[src/source/softmc_pkg.sv]
`default_nettype none

package softmc_pkg;

	localparam int INSTR_WIDTH = 32;
	localparam int OPC_WIDTH   = 4;
	localparam int ROW_WIDTH   = 16; // dram address bus
	localparam int BANK_WIDTH  = 3;
	localparam int WBYTE_WIDTH = 8;  // write pattern byte
	localparam int CMD_WIDTH   = 3;  // {ras_n, cas_n, we_n}

	// instruction word layout
	localparam int OPC_MSB   = 31;
	localparam int OPC_LSB   = 28;
	localparam int BANK_MSB  = 27;
	localparam int BANK_LSB  = 25;
	localparam int WDATA_MSB = 23; // bit 24 spare
	localparam int WDATA_LSB = 16;
	localparam int ADDR_MSB  = 15; // row, column or wait count
	localparam int ADDR_LSB  = 0;

	typedef enum logic [OPC_WIDTH-1:0] {
		OP_WAIT  = 4'h0, // idle for addr cycles
		OP_ACT   = 4'h1,
		OP_PRE   = 4'h2,
		OP_REF   = 4'h3,
		OP_READ  = 4'h4,
		OP_WRITE = 4'h5,
		OP_END   = 4'h6  // closes a sequence
	} opcode_t;

	// ddr3 truth table, cs_n driven separately
	localparam logic [CMD_WIDTH-1:0] CMD_NOP = 3'b111;
	localparam logic [CMD_WIDTH-1:0] CMD_ACT = 3'b011;
	localparam logic [CMD_WIDTH-1:0] CMD_PRE = 3'b010;
	localparam logic [CMD_WIDTH-1:0] CMD_REF = 3'b001;
	localparam logic [CMD_WIDTH-1:0] CMD_RD  = 3'b101;
	localparam logic [CMD_WIDTH-1:0] CMD_WR  = 3'b100;

endpackage

`default_nettype wire
[src/source/softmc_top.sv]
`default_nettype none

module softmc_top #(
	parameter int DQ_WIDTH = 16,
	parameter int IQ_DEPTH = 8,
	parameter int RB_DEPTH = 4,
	parameter int WR_LAT   = 5
) (
	input  logic                               clk,
	input  logic                               reset,
	input  logic                               app_en,
	input  logic [softmc_pkg::INSTR_WIDTH-1:0] app_instr,
	output logic                               app_ack,
	output logic                               iq_full,
	output logic                               processing_iseq,
	output logic                               rdback_fifo_empty,
	input  logic                               rdback_fifo_rden,
	output logic [4*DQ_WIDTH-1:0]              rdback_data,
	output logic [softmc_pkg::ROW_WIDTH-1:0]   dfi_address0,
	output logic [softmc_pkg::ROW_WIDTH-1:0]   dfi_address1,
	output logic [softmc_pkg::BANK_WIDTH-1:0]  dfi_bank0,
	output logic [softmc_pkg::BANK_WIDTH-1:0]  dfi_bank1,
	output logic                               dfi_ras_n0,
	output logic                               dfi_ras_n1,
	output logic                               dfi_cas_n0,
	output logic                               dfi_cas_n1,
	output logic                               dfi_we_n0,
	output logic                               dfi_we_n1,
	output logic                               dfi_cs_n0,
	output logic                               dfi_cs_n1,
	output logic                               dfi_rddata_en,
	output logic                               dfi_wrdata_en,
	output logic [4*DQ_WIDTH-1:0]              dfi_wrdata,
	input  logic [4*DQ_WIDTH-1:0]              dfi_rddata,
	input  logic                               dfi_rddata_valid
);
	import softmc_pkg::*;

	logic iq_valid;
	logic [INSTR_WIDTH-1:0] iq_instr;
	logic iq_pop;
	logic credit_return;
	logic cmd_valid;
	opcode_t cmd_op;
	logic [BANK_WIDTH-1:0] cmd_bank;
	logic [ROW_WIDTH-1:0] cmd_addr;
	logic [WBYTE_WIDTH-1:0] cmd_wbyte;

	instr_queue #(
		.IQ_DEPTH (IQ_DEPTH)
	) iq_i (
		.clk       (clk),
		.reset     (reset),
		.app_en    (app_en),
		.app_instr (app_instr),
		.app_ack   (app_ack),
		.iq_full   (iq_full),
		.iq_pop    (iq_pop),
		.iq_valid  (iq_valid),
		.iq_instr  (iq_instr)
	);

	iseq_executor #(
		.RB_DEPTH (RB_DEPTH)
	) exec_i (
		.clk             (clk),
		.reset           (reset),
		.iq_valid        (iq_valid),
		.iq_instr        (iq_instr),
		.iq_pop          (iq_pop),
		.credit_return   (credit_return),
		.processing_iseq (processing_iseq),
		.cmd_valid       (cmd_valid),
		.cmd_op          (cmd_op),
		.cmd_bank        (cmd_bank),
		.cmd_addr        (cmd_addr),
		.cmd_wbyte       (cmd_wbyte)
	);

	dfi_cmd_encoder #(
		.DQ_WIDTH (DQ_WIDTH),
		.WR_LAT   (WR_LAT)
	) enc_i (
		.clk           (clk),
		.reset         (reset),
		.cmd_valid     (cmd_valid),
		.cmd_op        (cmd_op),
		.cmd_bank      (cmd_bank),
		.cmd_addr      (cmd_addr),
		.cmd_wbyte     (cmd_wbyte),
		.dfi_address0  (dfi_address0),
		.dfi_address1  (dfi_address1),
		.dfi_bank0     (dfi_bank0),
		.dfi_bank1     (dfi_bank1),
		.dfi_ras_n0    (dfi_ras_n0),
		.dfi_ras_n1    (dfi_ras_n1),
		.dfi_cas_n0    (dfi_cas_n0),
		.dfi_cas_n1    (dfi_cas_n1),
		.dfi_we_n0     (dfi_we_n0),
		.dfi_we_n1     (dfi_we_n1),
		.dfi_cs_n0     (dfi_cs_n0),
		.dfi_cs_n1     (dfi_cs_n1),
		.dfi_rddata_en (dfi_rddata_en),
		.dfi_wrdata_en (dfi_wrdata_en),
		.dfi_wrdata    (dfi_wrdata)
	);

	rdback_fifo #(
		.DQ_WIDTH (DQ_WIDTH),
		.RB_DEPTH (RB_DEPTH)
	) rb_i (
		.clk               (clk),
		.reset             (reset),
		.dfi_rddata        (dfi_rddata),
		.dfi_rddata_valid  (dfi_rddata_valid),
		.rdback_fifo_rden  (rdback_fifo_rden),
		.rdback_data       (rdback_data),
		.rdback_fifo_empty (rdback_fifo_empty),
		.credit_return     (credit_return)
	);

endmodule

`default_nettype wire

[src/source/rdback_fifo.sv]
`default_nettype none

module rdback_fifo #(
	parameter int DQ_WIDTH = 16,
	parameter int RB_DEPTH = 4
) (
	input  logic                  clk,
	input  logic                  reset,
	input  logic [4*DQ_WIDTH-1:0] dfi_rddata,
	input  logic                  dfi_rddata_valid,
	input  logic                  rdback_fifo_rden,
	output logic [4*DQ_WIDTH-1:0] rdback_data,
	output logic                  rdback_fifo_empty,
	output logic                  credit_return
);

	localparam int PTR_W = (RB_DEPTH > 1) ? $clog2(RB_DEPTH) : 1;
	localparam int CNT_W = $clog2(RB_DEPTH + 1);

	logic [4*DQ_WIDTH-1:0] mem [RB_DEPTH];
	logic [PTR_W-1:0] wr_ptr;
	logic [PTR_W-1:0] rd_ptr;
	logic [CNT_W-1:0] count;
	logic push;
	logic pop;

	function automatic logic [PTR_W-1:0] ptr_next(input logic [PTR_W-1:0] p);
		return (p == PTR_W'(RB_DEPTH - 1)) ? '0 : p + 1'b1;
	endfunction

	// credits in the executor keep this from overflowing
	assign push = dfi_rddata_valid;
	assign pop = rdback_fifo_rden && !rdback_fifo_empty;

	assign rdback_fifo_empty = (count == '0);
	assign rdback_data = mem[rd_ptr];

	always_ff @(posedge clk) begin
		if (reset) begin
			wr_ptr <= '0;
			rd_ptr <= '0;
			count <= '0;
			credit_return <= 1'b0;
		end else begin
			credit_return <= pop; // slot freed
			if (push)
				wr_ptr <= ptr_next(wr_ptr);
			if (pop)
				rd_ptr <= ptr_next(rd_ptr);
			if (push && !pop)
				count <= count + 1'b1;
			else if (pop && !push)
				count <= count - 1'b1;
		end
	end

	always_ff @(posedge clk) begin
		if (push)
			mem[wr_ptr] <= dfi_rddata;
	end

endmodule

`default_nettype wire

[src/source/dfi_cmd_encoder.sv]
`default_nettype none

module dfi_cmd_encoder #(
	parameter int DQ_WIDTH = 16,
	parameter int WR_LAT   = 5
) (
	input  logic                               clk,
	input  logic                               reset,
	input  logic                               cmd_valid,
	input  softmc_pkg::opcode_t                cmd_op,
	input  logic [softmc_pkg::BANK_WIDTH-1:0]  cmd_bank,
	input  logic [softmc_pkg::ROW_WIDTH-1:0]   cmd_addr,
	input  logic [softmc_pkg::WBYTE_WIDTH-1:0] cmd_wbyte,
	output logic [softmc_pkg::ROW_WIDTH-1:0]   dfi_address0,
	output logic [softmc_pkg::ROW_WIDTH-1:0]   dfi_address1,
	output logic [softmc_pkg::BANK_WIDTH-1:0]  dfi_bank0,
	output logic [softmc_pkg::BANK_WIDTH-1:0]  dfi_bank1,
	output logic                               dfi_ras_n0,
	output logic                               dfi_ras_n1,
	output logic                               dfi_cas_n0,
	output logic                               dfi_cas_n1,
	output logic                               dfi_we_n0,
	output logic                               dfi_we_n1,
	output logic                               dfi_cs_n0,
	output logic                               dfi_cs_n1,
	output logic                               dfi_rddata_en,
	output logic                               dfi_wrdata_en,
	output logic [4*DQ_WIDTH-1:0]              dfi_wrdata
);
	import softmc_pkg::*;

	localparam int WR_REPL = 4 * DQ_WIDTH / WBYTE_WIDTH;

	logic row_cmd;
	logic col_cmd;
	logic [CMD_WIDTH-1:0] next_cmd;
	logic [WBYTE_WIDTH-1:0] wbyte_q;
	logic wr_issued;
	logic [WR_LAT-1:0] wr_en_line;
	logic [WBYTE_WIDTH-1:0] wr_byte_line [WR_LAT];

	assign row_cmd = cmd_valid && (cmd_op inside {OP_ACT, OP_PRE, OP_REF});
	assign col_cmd = cmd_valid && (cmd_op inside {OP_READ, OP_WRITE});

	always_comb begin
		unique case (cmd_op)
			OP_ACT:   next_cmd = CMD_ACT;
			OP_PRE:   next_cmd = CMD_PRE;
			OP_REF:   next_cmd = CMD_REF;
			OP_READ:  next_cmd = CMD_RD;
			OP_WRITE: next_cmd = CMD_WR;
			default:  next_cmd = CMD_NOP;
		endcase
	end

	always_ff @(posedge clk) begin
		if (reset) begin
			{dfi_ras_n0, dfi_cas_n0, dfi_we_n0} <= CMD_NOP;
			{dfi_ras_n1, dfi_cas_n1, dfi_we_n1} <= CMD_NOP;
			dfi_cs_n0 <= 1'b1;
			dfi_cs_n1 <= 1'b1;
			dfi_address0 <= '0;
			dfi_address1 <= '0;
			dfi_bank0 <= '0;
			dfi_bank1 <= '0;
			dfi_rddata_en <= 1'b0;
		end else begin
			// phase 0 rows, phase 1 columns
			{dfi_ras_n0, dfi_cas_n0, dfi_we_n0} <= row_cmd ? next_cmd : CMD_NOP;
			{dfi_ras_n1, dfi_cas_n1, dfi_we_n1} <= col_cmd ? next_cmd : CMD_NOP;
			dfi_cs_n0 <= !row_cmd;
			dfi_cs_n1 <= !col_cmd;
			dfi_address0 <= row_cmd ? cmd_addr : '0;
			dfi_address1 <= col_cmd ? cmd_addr : '0;
			dfi_bank0 <= row_cmd ? cmd_bank : '0;
			dfi_bank1 <= col_cmd ? cmd_bank : '0;
			dfi_rddata_en <= cmd_valid && (cmd_op == OP_READ);
		end
	end

	always_ff @(posedge clk) begin
		if (cmd_valid && cmd_op == OP_WRITE)
			wbyte_q <= cmd_wbyte;
	end

	// write command currently on the pins
	assign wr_issued = !dfi_cs_n1 && ({dfi_ras_n1, dfi_cas_n1, dfi_we_n1} == CMD_WR);

	always_ff @(posedge clk) begin
		if (reset) begin
			wr_en_line <= '0;
		end else begin
			wr_en_line[0] <= wr_issued;
			for (int i = 1; i < WR_LAT; i++)
				wr_en_line[i] <= wr_en_line[i-1];
		end
	end

	always_ff @(posedge clk) begin
		wr_byte_line[0] <= wbyte_q;
		for (int i = 1; i < WR_LAT; i++)
			wr_byte_line[i] <= wr_byte_line[i-1];
	end

	assign dfi_wrdata_en = wr_en_line[WR_LAT-1];
	assign dfi_wrdata = {WR_REPL{wr_byte_line[WR_LAT-1]}}; // byte fills the burst

endmodule

`default_nettype wire

[src/source/iseq_executor.sv]
`default_nettype none

module iseq_executor #(
	parameter int RB_DEPTH = 4
) (
	input  logic                               clk,
	input  logic                               reset,
	input  logic                               iq_valid,
	input  logic [softmc_pkg::INSTR_WIDTH-1:0] iq_instr,
	output logic                               iq_pop,
	input  logic                               credit_return,
	output logic                               processing_iseq,
	output logic                               cmd_valid,
	output softmc_pkg::opcode_t                cmd_op,
	output logic [softmc_pkg::BANK_WIDTH-1:0]  cmd_bank,
	output logic [softmc_pkg::ROW_WIDTH-1:0]   cmd_addr,
	output logic [softmc_pkg::WBYTE_WIDTH-1:0] cmd_wbyte
);
	import softmc_pkg::*;

	localparam int CRED_W = $clog2(RB_DEPTH + 1);

	opcode_t head_op;
	logic [BANK_WIDTH-1:0] head_bank;
	logic [ROW_WIDTH-1:0] head_addr;
	logic [WBYTE_WIDTH-1:0] head_wbyte;
	logic [ROW_WIDTH-1:0] wait_cnt;
	logic [CRED_W-1:0] credits;
	logic waiting;
	logic read_blocked;
	logic is_dram_cmd;
	logic spend;

	// field split of the queue head
	assign head_op = opcode_t'(iq_instr[OPC_MSB:OPC_LSB]);
	assign head_bank = iq_instr[BANK_MSB:BANK_LSB];
	assign head_addr = iq_instr[ADDR_MSB:ADDR_LSB];
	assign head_wbyte = iq_instr[WDATA_MSB:WDATA_LSB];

	assign is_dram_cmd = head_op inside {OP_ACT, OP_PRE, OP_REF, OP_READ, OP_WRITE};

	assign waiting = (wait_cnt != '0);
	// a read needs a free readback slot
	assign read_blocked = (head_op == OP_READ) && (credits == '0);

	assign iq_pop = iq_valid && !waiting && !read_blocked;
	assign spend = iq_pop && (head_op == OP_READ);

	always_ff @(posedge clk) begin
		if (reset) begin
			wait_cnt <= '0;
		end else if (iq_pop && head_op == OP_WAIT) begin
			// pop cycle is the first wait cycle, zero behaves like one
			wait_cnt <= (head_addr == '0) ? '0 : head_addr - 1'b1;
		end else if (waiting) begin
			wait_cnt <= wait_cnt - 1'b1;
		end
	end

	always_ff @(posedge clk) begin
		if (reset)
			credits <= CRED_W'(RB_DEPTH); // one per readback entry
		else
			credits <= credits - CRED_W'(spend) + CRED_W'(credit_return);
	end

	always_ff @(posedge clk) begin
		if (reset)
			processing_iseq <= 1'b0;
		else if (iq_pop)
			processing_iseq <= (head_op != OP_END);
	end

	always_ff @(posedge clk) begin
		if (reset)
			cmd_valid <= 1'b0;
		else
			cmd_valid <= iq_pop && is_dram_cmd; // wait and end issue nothing
	end

	always_ff @(posedge clk) begin
		if (iq_pop) begin
			cmd_op <= head_op;
			cmd_bank <= head_bank;
			cmd_addr <= head_addr;
			cmd_wbyte <= head_wbyte;
		end
	end

endmodule

`default_nettype wire

[src/source/instr_queue.sv]
`default_nettype none

module instr_queue #(
	parameter int IQ_DEPTH = 8
) (
	input  logic                               clk,
	input  logic                               reset,
	input  logic                               app_en,
	input  logic [softmc_pkg::INSTR_WIDTH-1:0] app_instr,
	output logic                               app_ack,
	output logic                               iq_full,
	input  logic                               iq_pop,
	output logic                               iq_valid,
	output logic [softmc_pkg::INSTR_WIDTH-1:0] iq_instr
);
	import softmc_pkg::*;

	localparam int PTR_W = (IQ_DEPTH > 1) ? $clog2(IQ_DEPTH) : 1;
	localparam int CNT_W = $clog2(IQ_DEPTH + 1);

	logic [INSTR_WIDTH-1:0] mem [IQ_DEPTH];
	logic [PTR_W-1:0] wr_ptr;
	logic [PTR_W-1:0] rd_ptr;
	logic [CNT_W-1:0] count;
	logic push;
	logic pop;

	function automatic logic [PTR_W-1:0] ptr_next(input logic [PTR_W-1:0] p);
		return (p == PTR_W'(IQ_DEPTH - 1)) ? '0 : p + 1'b1;
	endfunction

	// host keeps app_en up until it sees the ack, so skip the ack cycle
	assign push = app_en && !app_ack && !iq_full;
	assign pop = iq_pop && iq_valid;

	assign iq_full = (count == CNT_W'(IQ_DEPTH));
	assign iq_valid = (count != '0);
	assign iq_instr = mem[rd_ptr]; // fall-through head

	always_ff @(posedge clk) begin
		if (reset) begin
			wr_ptr <= '0;
			rd_ptr <= '0;
			count <= '0;
			app_ack <= 1'b0;
		end else begin
			app_ack <= push; // single pulse
			if (push)
				wr_ptr <= ptr_next(wr_ptr);
			if (pop)
				rd_ptr <= ptr_next(rd_ptr);
			if (push && !pop)
				count <= count + 1'b1;
			else if (pop && !push)
				count <= count - 1'b1;
		end
	end

	always_ff @(posedge clk) begin
		if (push)
			mem[wr_ptr] <= app_instr;
	end

endmodule

`default_nettype wire

[config.mk]
export PLATFORM = sky130hd
export DESIGN_NAME = softmc_top
export DESIGN_NICKNAME = d
export VERILOG_FILES = /design/src/source/softmc_pkg.sv /design/src/source/softmc_top.sv /design/src/source/rdback_fifo.sv /design/src/source/dfi_cmd_encoder.sv /design/src/source/iseq_executor.sv /design/src/source/instr_queue.sv
export SDC_FILE = /design/constraint.sdc
export NUM_CORES = 1
export LEC_CHECK = 0
export ABC_AREA = 1
export BUFFER_PORTS_ARGS = -buffer_cell sky130_fd_sc_hd__buf_2
export CAP_MARGIN = 10
export CORE_ASPECT_RATIO = 0.8
export CORE_MARGIN = 2
export CORE_UTILIZATION = 63
export DETAILED_ROUTE_END_ITERATION = 10
export GPL_ROUTABILITY_DRIVEN = 0
export PLACE_DENSITY_LB_ADDON = 0.2
export SLEW_MARGIN = 20
export SYNTH_ARGS = -nofsm -noshare
export SYNTH_HDL_FRONTEND = slang
export SYNTH_SLANG_ARGS = --single-unit
[constraint.sdc]
create_clock -name clk -period 5.9 [get_ports clk]
set_clock_uncertainty 0.1 [all_clocks]
set_input_delay 1.18 -clock clk [delete_from_list [all_inputs] [get_ports clk]]
set_output_delay 1.18 -clock clk [all_outputs]
set_load 0.02 [all_outputs]
## Word-level counts from Yosys, hierarchy flattened

Memories as Yosys holds them, arrays and structs flattened. A register that Yosys moved wholly into a read port is not among the register bits.
Index checks and enable logic that the tools add are counted.

| storage, ports and cells | value |
|---|---|
| output and inout bits | 180 |
| RAM bits | 552 |
| input bits | 101 |
| memories kept | 3 |
| word-level logic and storage cells | 130 |
| register bits | 131 |

| operators by class | value |
|---|---|
| reduce and logical (&&, ||, !) cells | 45 |
| bitwise operators | 2 |
| eq/ne operators | 17 |
| add/sub/neg operators | 12 |
| mux-type cells | 20 |

Memories:

| memory | depth | bits a word | rd ports | clocked after memory_dff | wr ports | line | RTL |
|---|---|---|---|---|---|---|---|
| iq_i.mem | 8 | 32 | 1 | 1 | 1 | instr_queue.sv:21 | `logic [INSTR_WIDTH-1:0] mem [IQ_DEPTH];` |
| rb_i.mem | 4 | 64 | 1 | 1 | 1 | rdback_fifo.sv:20 | `logic [4*DQ_WIDTH-1:0] mem [RB_DEPTH];` |
| enc_i.wr_byte_line | 5 | 8 | 5 | 0 | 5 | dfi_cmd_encoder.sv:40 | `logic [WBYTE_WIDTH-1:0] wr_byte_line [WR_LAT];` |

Operators with widths:

| kind | number |
|---|---|
| two-way mux 16 bit | 3 |
| subtractor 16 x 1 -> 16 bit (second input constant) | 2 |
| logical AND 1 bit | 19 |
| two-way mux 3 bit | 6 |
| equality test 4 x 2 -> 1 bit (second input constant) | 4 |
| equality test 4 x 3 -> 1 bit (second input constant) | 4 |
| zero test 16 bit | 1 |
| nonzero test 16 bit | 1 |
| case mux 3 bit (5 select lines) | 1 |
| zero test 1 bit | 12 |
| adder 3 x 1 -> 3 bit (second input constant) | 3 |
| equality test 3 bit (second input constant) | 3 |
| equality test 4 x 1 -> 1 bit (second input constant) | 2 |
| two-way mux 2 bit | 4 |
| two-way mux 4 bit | 2 |
| nonzero test 2 bit | 4 |
| zero test 3 bit | 2 |
| nonzero test 5 bit | 1 |
| adder 2 x 1 -> 2 bit (second input constant) | 2 |
| adder 4 x 1 -> 4 bit (second input constant) | 1 |
| equality test 2 bit (second input constant) | 2 |
| equality test 4 bit (second input constant) | 1 |
| zero test 4 bit | 1 |
| two-way mux 1 bit | 4 |
| 9 further kinds | 11 |

## Logic depth before layout (Yosys ltp)

Gate-level depths: netlist of the first run.

| depth | value |
|---|---|
| word-level depth | 8 |
| gate-level depth with buffers | 20 |
| mapped depth without buffers | 19 |

## Modules after synthesis

A second synthesis of the first run with hierarchy kept.

| second synthesis, totals | value |
|---|---|
| cell total of the unflattened synthesis | 2199 |
| area total of the unflattened synthesis | 26759.4 µm² |

By module, submodules not included:

| module | area each (µm²) | sequential area each (µm²) | cells an instance | instances |
|---|---|---|---|---|
| instr_queue | 10751.6 | 7967.6 | 888 | 1 |
| rdback_fifo | 10000.8 | 7887.6 | 685 | 1 |
| dfi_cmd_encoder | 3118.0 | 2082.0 | 268 | 1 |
| iseq_executor | 2889.0 | 1351.3 | 358 | 1 |

## Worst setup path before layout of the first run

OpenSTA, ideal clock, no wires.

| timing path | value |
|---|---|
| kind | input -> register |
| start | in app_en |
| end | mem iq_i.mem[2][0], in the netlist iq_i.mem[1][0] (enable) |
| data required time | 5381 ps |
| path buffers | 0 |
| arrival time | 3239 ps |
| path slack | 2142 ps |
| library setup time | 419 ps |
| stages | 6 |
| cells stage by stage | inv_1 -> nor3_1 -> inv_1 -> nor2_1 -> inv_1 -> nor2_1 |

| between the ends | value |
|---|---|
| longest elaborated chain between the ends | 4 |

Ends and longest elaborated chain:

| element | line | RTL |
|---|---|---|
| from (decl) | softmc_top.sv:11 | `input logic app_en,` |
| logical AND 1 bit (2 in a row) | instr_queue.sv:33 | `assign push = app_en && !app_ack && !iq_full;` |
| via iq_i.push | instr_queue.sv:25 | `logic push;` |
| two-way mux 1 bit | instr_queue.sv:60 | `if (push)` |
| two-way mux 1 bit (implied by the code) | instr_queue.sv:61 | `mem[wr_ptr] <= app_instr;` |
| to (decl) | instr_queue.sv:21 |  |

The timed path passes the listed nets, and every way through them passes these cells.

==> metrics.md, run 1 <==
| Metric | Value |
|---|---|
| Status | finished, final reports clean |
| Synth unique cells | 40 |
| TritonCTS buffer count | 66 |
| Final Hold Violating Endpoints | 0 |
| Post-Route WL | 58,010 um |
| Die area | roughly 44,000 um2 |
| Combinational power share | 0.243 |
| Synth Area in Compound Gates | 0.06819 |
| Largest net degree at the start of global routing | between 100 and 150 |
| Final setup vio count | 0 |
| Max Cap Violations | 0 |
| Synth-to-layout area growth | 13.81% |
| Netlist Area Pre-Place | 26,570 um2 |
| Syn_area_per_cell | between 10 and 15 um2 |
| CTS Hold Bufs | 0 |
| Slew Limit Fails | 0 |
| Clock transition at path regs | around 60 ps |
| Net Switching | approximately 4200 uW |
| Num Clock Sinks | about 700 |
| DRT antenna net count | 0 |
| Internal power | between 9000 and 10,000 uW |
| Die X | 233.6 um |
| Synth top area share | 0.6137 |
| Dpl hpwl | between 30,000 and 40,000 um |
| Postcts setup bufs | 0 |
| Clk pwr share | 0.322 |
| Gate Count Post-Synth | about 2,300 |
| Mux cell area share after synthesis | 0 |
| Peak VDD IR | between 0.2 and 0.3 mV |
| Number of port buffers | about 280 |
| H-tree depth | 3 |
| Drt via density | roughly 5.5 |
| GR Util All Layers | 0.2648 |
| RSZ-0062 raised after global routing | false |
| Placed Instance Area | between 20,000 and 30,000 um2 |
| CTS Root Cell | clkbuf_16 |
| WL per Instance | 18.82 um |
| Initial antenna violation count | 8 |
| Pwr Total | approximately 13,000 uW |
| P_leak | approximately 0.012 uW |
| Synth top area cells | edfxtp_1 (61%), dfxtp_1 (10%), nor2_1 (4.7%) |
| Synth Area in Simple Gates | 0.1281 |
| CTS tree | yes |
| Starting Density | 0.6365 |
| Worst EP arrival | 5020 ps |
| Iter 0 DRT Violations | ~1,600 |
| Seq/Total Area, Yosys | 0.7169 |
| Post-Synth Adder-Cell Area | 0.01121 |
| XOR/XNOR share of the synthesized area | 0.005933 |
| Synth Register Bits | 680 |
| Worst Hold Slack | 224.9 ps |
| Fraction of layout cells with a size suffix above 1 | 0.1794 |
| Largest family of logic cells by synthesized area | simple AND/OR/NAND/NOR gates |
| Seq pwr share | 0.435 |
| Synth area leader | edfxtp_1 |
| Power Density | 439.6 nW/um2 |
| Rel. slew slack | 0.2603 |
| Required time worst endpoint | about 6300 ps |
| Critical Path Fanout Max | 61 |
| Final nets | around 2,600 |
| Tcrit/Tclk final | 0.7902 |
| Top cells by count, synth | edfxtp_1 (543), nor2_1 (335), nand2_1 (321) |
| Final worst path period need | between 4000 and 5000 ps |
| Setup CP Type | flip-flop to flip-flop |
| Clk_lat worst skew | about 600 ps |
| Most common cell in the netlist | edfxtp_1 |
| Synth warn | 0 |
| Ys async rst share | 0 |
| Post-Syn Nets | about 2,400 |
| Post-route DRC violation count | 0 |
| Vias | 17,049 |
| Post-route cell area | between 30,000 and 40,000 um2 |
| Worst Hold Class | flip-flop to flip-flop |
| First-pass GRT wire length | between 80,000 and 90,000 um |
| Post-synth EDFFs | 543 |
| Die Y | 187.7 um |
| CP Launch Type | flip-flop |
| Sw Ratio | 0.3164 |
| Vias in the first global route | roughly 16,000 |
| Clk buf depth | 3 |
| First-pass DRT Iterations | 6 |
| Core Region | ~42,000 um2 |
| Grt ovf | 0 |
| Resized Gates After CTS | 0 |
| Main flop type after synthesis | edfxtp_1 |
| Row count | 67 |
| Setup_tns | 0 ps |
| Least-Margin Pin Slew | between 1000 and 1500 ps |
| Fmax | ~0.21 GHz |
| Fillers | between 2,000 and 3,000 |
| Top-level port count | ~280 |
| Crit. End Element | flip-flop |
-- layout by cell type, fill, tap and decap left out, types with 4 or more instances in the layout --
master and n:
a21oi_1 25, a31oi_1 11, buf_12 4, buf_2 279, buf_4 19, bufinv_16 4, clkbuf_1 19, clkbuf_16 74
clkbuf_8 9, clkinv_1 7, clkinv_2 5, dfxtp_1 133, diode_2 6, edfxtp_1 543, ha_1 19, inv_1 209
inv_2 10, nand2_1 321, nand2_2 12, nand3_1 115, nand3_2 4, nand4_1 8, nor2_1 327, nor2_2 8
nor2_4 11, nor3_1 13, o21ai_0 206, o21ai_1 10, o22ai_1 75, xnor2_1 6, xor2_1 12
-- sequential cells by signal (all words and copies together), names as in the netlist, 4 cells and up, named ones only --
| name | cells |
|---|---|
| enc_i.wbyte_q | 8 |
| iq_i.count | 4 |
| exec_i.cmd_op | 4 |
| exec_i.cmd_addr | 16 |
| iq_i.mem | 248 |
| enc_i.dfi_address1 | 16 |
| rb_i.mem | 256 |
| exec_i.wait_cnt | 16 |
| enc_i.wr_en_line | 5 |
| enc_i.wr_byte_line | 40 |
| exec_i.cmd_wbyte | 8 |
| enc_i.dfi_address0 | 16 |
-- power by group through the flow --
stage	Sequential, uW	Clock, uW	Combinational (uW)
finish	5780	4280	3230
detailed placement	5880	0	3180
global route	5820	4520	3560
CTS	5780	4340	3210
floorplan	5790	0	2330
global placement	5860	0	3070
-- kinds of logic (layout without fill, tap and decap cells) --
family                     after synthesis  in the layout
xor gates and xnor gates                18             18
other                                    1              7
and+or+nand+nor                        824            824
buffers and inverters                  385            645
AOI/OAI and AO/OA                      335            335
adders and majority gates               22             22
DFF                                    680            680
-- metal layers --
layer | wire length, um | part of all wire | GRT usage | vias to the layer above
met3 | 4349 | 0.075 | 0.05398 | 111
met1 | 23710 | 0.41 | 0.3579 | 8172
met4 | 1471 | 0.025 | 0.08788 | 4
met5 | 25 | 0.00043 | 0 | -
li1 | - | - | - | 8086
met2 | 28450 | 0.49 | 0.4334 | 676
-- per-stage QoR --
stage | setup slack (ps) | cells | utilization
6_report | 1238 | 3083 | 0.7244
5_1_grt | 818.2 | 3083 | 0.7244
4_1_cts | 1215 | 3074 | 0.7226
3_5_place_dp | 1397 | 2953 | 0.6688
3_3_place_gp | 1511 | 2950 | 0.6670
2_1_floorplan | 2142 | 2265 | -
-- critical path: stages, from the launching register on --
cell and delay (ps):
dfxtp_4 770, inv_2 570, nand2_1 220, nand3_1 90, nand2_1 80, nand2_1 70
nand2_1 130, nor2_2 70, nand3_2 130, nand2_2 150, inv_2 710, nand3_1 140
inv_1 100, ha_1 120, inv_1 40, ha_1 190, fa_1 430, xnor2_1 230
nand2_1 90
-- final cells by class --
class | instances | area, um2 | area share
inverters | 220 | 825.8 | 0.02731
clock inverters | 18 | 191.4 | 0.006330
multi-input cells | 1200 | 5731 | 0.1895
well taps | 552 | 690.7 | 0.02284
flip-flops and latches | 680 | 19060 | 0.6302
diodes | 6 | 15.01 | 0.0004965
clock buffers | 103 | 2054 | 0.06794
repair buffers | 304 | 1674 | 0.05536
-- final timing paths --
check / depth (start not counted) / start / to / slack [ps]
worst max register to register: 18 / flip-flop / exec_i.credits[2] / 1240
worst max-delay path: 18 / flip-flop / exec_i.credits[2] / 1240
worst min-delay path: 0 / enc_i.wr_byte_line[0][4] / enc_i.wr_byte_line[0][12] / 220
worst min register to register: 0 / enc_i.wr_byte_line[0][4] / enc_i.wr_byte_line[0][12] / 220
(Power assumes the default switching activity.)
==> run 2: changes to the inputs <==
--- a/config.mk
+++ b/config.mk
@@ -10,7 +10,7 @@
 export CAP_MARGIN = 10
 export CORE_ASPECT_RATIO = 0.8
 export CORE_MARGIN = 2
-export CORE_UTILIZATION = 63
+export CORE_UTILIZATION = 59
 export DETAILED_ROUTE_END_ITERATION = 10
 export GPL_ROUTABILITY_DRIVEN = 0
 export PLACE_DENSITY_LB_ADDON = 0.2
==> constraint.sdc (replaced) <==
create_clock -name clk -period 4.8 [get_ports clk]
set_clock_uncertainty 0.1 [all_clocks]
set_input_delay 0.96 -clock clk [delete_from_list [all_inputs] [get_ports clk]]
set_output_delay 0.96 -clock clk [all_outputs]
set_load 0.02 [all_outputs]
==> run 2 against run 1 <==
Wire length decreased by 1.8%. Via count decreased by 1.2%. Non-clock buffer count increased by 3. Flip-flop and latch count unchanged. Critical path depth increased by 1. Global-route usage decreased by 1.7 points. Hold slack about the same. Utilization decreased by 4.5 points. Sequential power increased by 22%. Combinational power increased by 24%. Sequential share of layout area about the same.
==> metrics.md, run 2 (same netlist as run 1, synthesis figures left out) <==
| Metric | Value |
|---|---|
| Top-level port count | ~280 |
| Crit. End Element | flip-flop |
| Row count | 69 |
| First-pass GRT wire length | 88,650 um |
| CP Launch Type | flip-flop |
| Internal power | about 11,000 uW |
| Inst Count DP | 3,010 |
| Largest reg by FF count | rb_i.mem |
| First-pass DRT Iterations | 6 |
| WL per Instance | ~18 um |
| Clk pwr share | 0.320 |
| CTS Hold Bufs | 0 |
| Slew Limit Fails | 0 |
| Post-Route WL | approximately 57,000 um |
| H-tree depth | 3 |
| Peak VDD IR | roughly 0.36 mV |
| RSZ-0062 raised after global routing | false |
| Die area | roughly 47,000 um2 |
| Post-route cell area | between 30,000 and 40,000 um2 |
| Tcrit/Tclk final | 0.7894 |
| Clk_lat worst skew | between 500 and 600 ps |
| Fraction of layout cells with a size suffix above 1 | 0.1797 |
| Sw Ratio | 0.3149 |
| Die X | 241.3 um |
| Vias in the first global route | between 15,000 and 20,000 |
| Vias | about 17,000 |
| Grt ovf | 0 |
| CTS Root Cell | clkbuf_16 |
| Pwr Total | between 15,000 and 20,000 uW |
| Final setup vio count | 0 |
| Max Cap Violations | 0 |
| WHS Path Cells | 0 |
| P_leak | 0.01196 uW |
| Final cell count without fillers | roughly 3,100 |
| Most frequent cells in the layout | edfxtp_1 (543), nor2_1 (327), nand2_1 (321) |
| Hold Crit Start | enc_i.wr_byte_line[0][30] |
| Number of port buffers | about 280 |
| Resized Gates After CTS | 0 |
| Power Density | roughly 540 nW/um2 |
| Seq pwr share | 0.433 |
| Worst reg2reg setup slack | 1010 ps |
| Final Hold Violating Endpoints | 0 |
| GR Util All Layers | 0.2475 |
| Drt via density | between 5 and 6 |
| DRT antenna net count | 0 |
| Required time worst endpoint | a little over 5000 ps |
| Initial antenna violation count | 6 |
| Post-route DRC violation count | 0 |
| Setup_tns | 0 ps |
| Largest register FFs | approximately 260 |
| Clk buf depth | 3 |
| Die Y | 193.8 um |
| TritonCTS buffer count | 66 |
| Critical Path Fanout Max | 53 |
| Final worst path period need | 3789 ps |
| Worst Hold Class | flip-flop to flip-flop |
| Synth-to-layout area growth | 13.73% |
| Num Clock Sinks | 680 |
| Dpl hpwl | between 30,000 and 40,000 um |
| Rel. slew slack | 0.2473 |
| Final nets | between 2,000 and 3,000 |
| Postcts setup bufs | 0 |
| Status | finished, final reports clean |
| Worst EP arrival | approximately 4200 ps |
| CTS tree | yes |
| Commonest non-fill, non-tap cell in the layout | edfxtp_1 |
| Least-Margin Pin Slew | 1128 ps |
| Combinational power share | 0.247 |
| Core Region | 44,460 um2 |
| Reg2Reg Depth | 19 |
| Largest net degree at the start of global routing | 101 |
| Fmax | 0.2639 GHz |
| Iter 0 DRT Violations | 1,541 |
| Starting Density | 0.5976 |
| Worst Hold Slack | 224.6 ps |
| Clock transition at path regs | 60 ps |
| Setup CP Type | flip-flop to flip-flop |
| Placed Instance Area | about 28,000 um2 |
| Net Switching | ~5000 uW |
| Biggest regs | rb_i.mem x256, iq_i.mem x248, enc_i.wr_byte_line x40 |
-- run 2: path summary, 6_finish.rpt --
path,endpoint
max reg2reg,iq_i.count[3]
min,enc_i.wr_byte_line[0][38]
min reg2reg,enc_i.wr_byte_line[0][38]
max,iq_i.count[3]
-- run 2: through the flow --
step / setup WS (ps) / util
after floorplan: 1262 / -
final: 1011 / 0.6796
after detailed placement: 1046 / 0.6300
after global routing: 638.0 / 0.6796
after global placement: 1127 / 0.6300
after CTS: 1011 / 0.6794
-- run 2: critical path: stages (launching register included) --
cell and delay (ps):
dfxtp_4 340, inv_2 620, nand2_1 130, nand3_1 110
nand2_1 70, nand2_1 80, nand2_1 90, nor2_2 210
nand3_2 180, nand2_2 200, ha_1 220, inv_1 90
ha_1 330, and3_1 200, a211oi_1 240, nor2_1 70
nor2_1 90, nand2_1 60, o21ai_0 150, a21oi_1 60
-- run 2: power by group through the flow --
stage	Clock, uW	Sequential (uW)	Combinational [uW]
2_1_floorplan	0	7110	2860
3_3_place_gp	0	7140	3880
5_1_grt	5540	7070	4470
4_1_cts	5300	7030	4010
3_5_place_dp	0	7160	3980
6_report	5210	7030	4010
-- run 2: final cells by class --
cell class / count / area, um2
clock inverters: 27 / 310.3
well taps: 603 / 754.5
multi-input cells: 1200 / 5741
inverters: 220 / 825.8
clock buffers: 93 / 1888
diodes: 4 / 10.01
fillers: 3152 / 14240
flip-flops and latches: 680 / 19060
repair buffers: 307 / 1632
-- run 2: layer usage --
| layer | track usage | routed length (um) | up-vias |
|---|---|---|---|
| li1 | - | - | 8077 |
| met1 | 0.3413 | 23980 | 8080 |
| met2 | 0.3907 | 27000 | 574 |
| met3 | 0.05125 | 4017 | 116 |
| met4 | 0.09351 | 1955 | 4 |
| met5 | 0 | 28 | - |
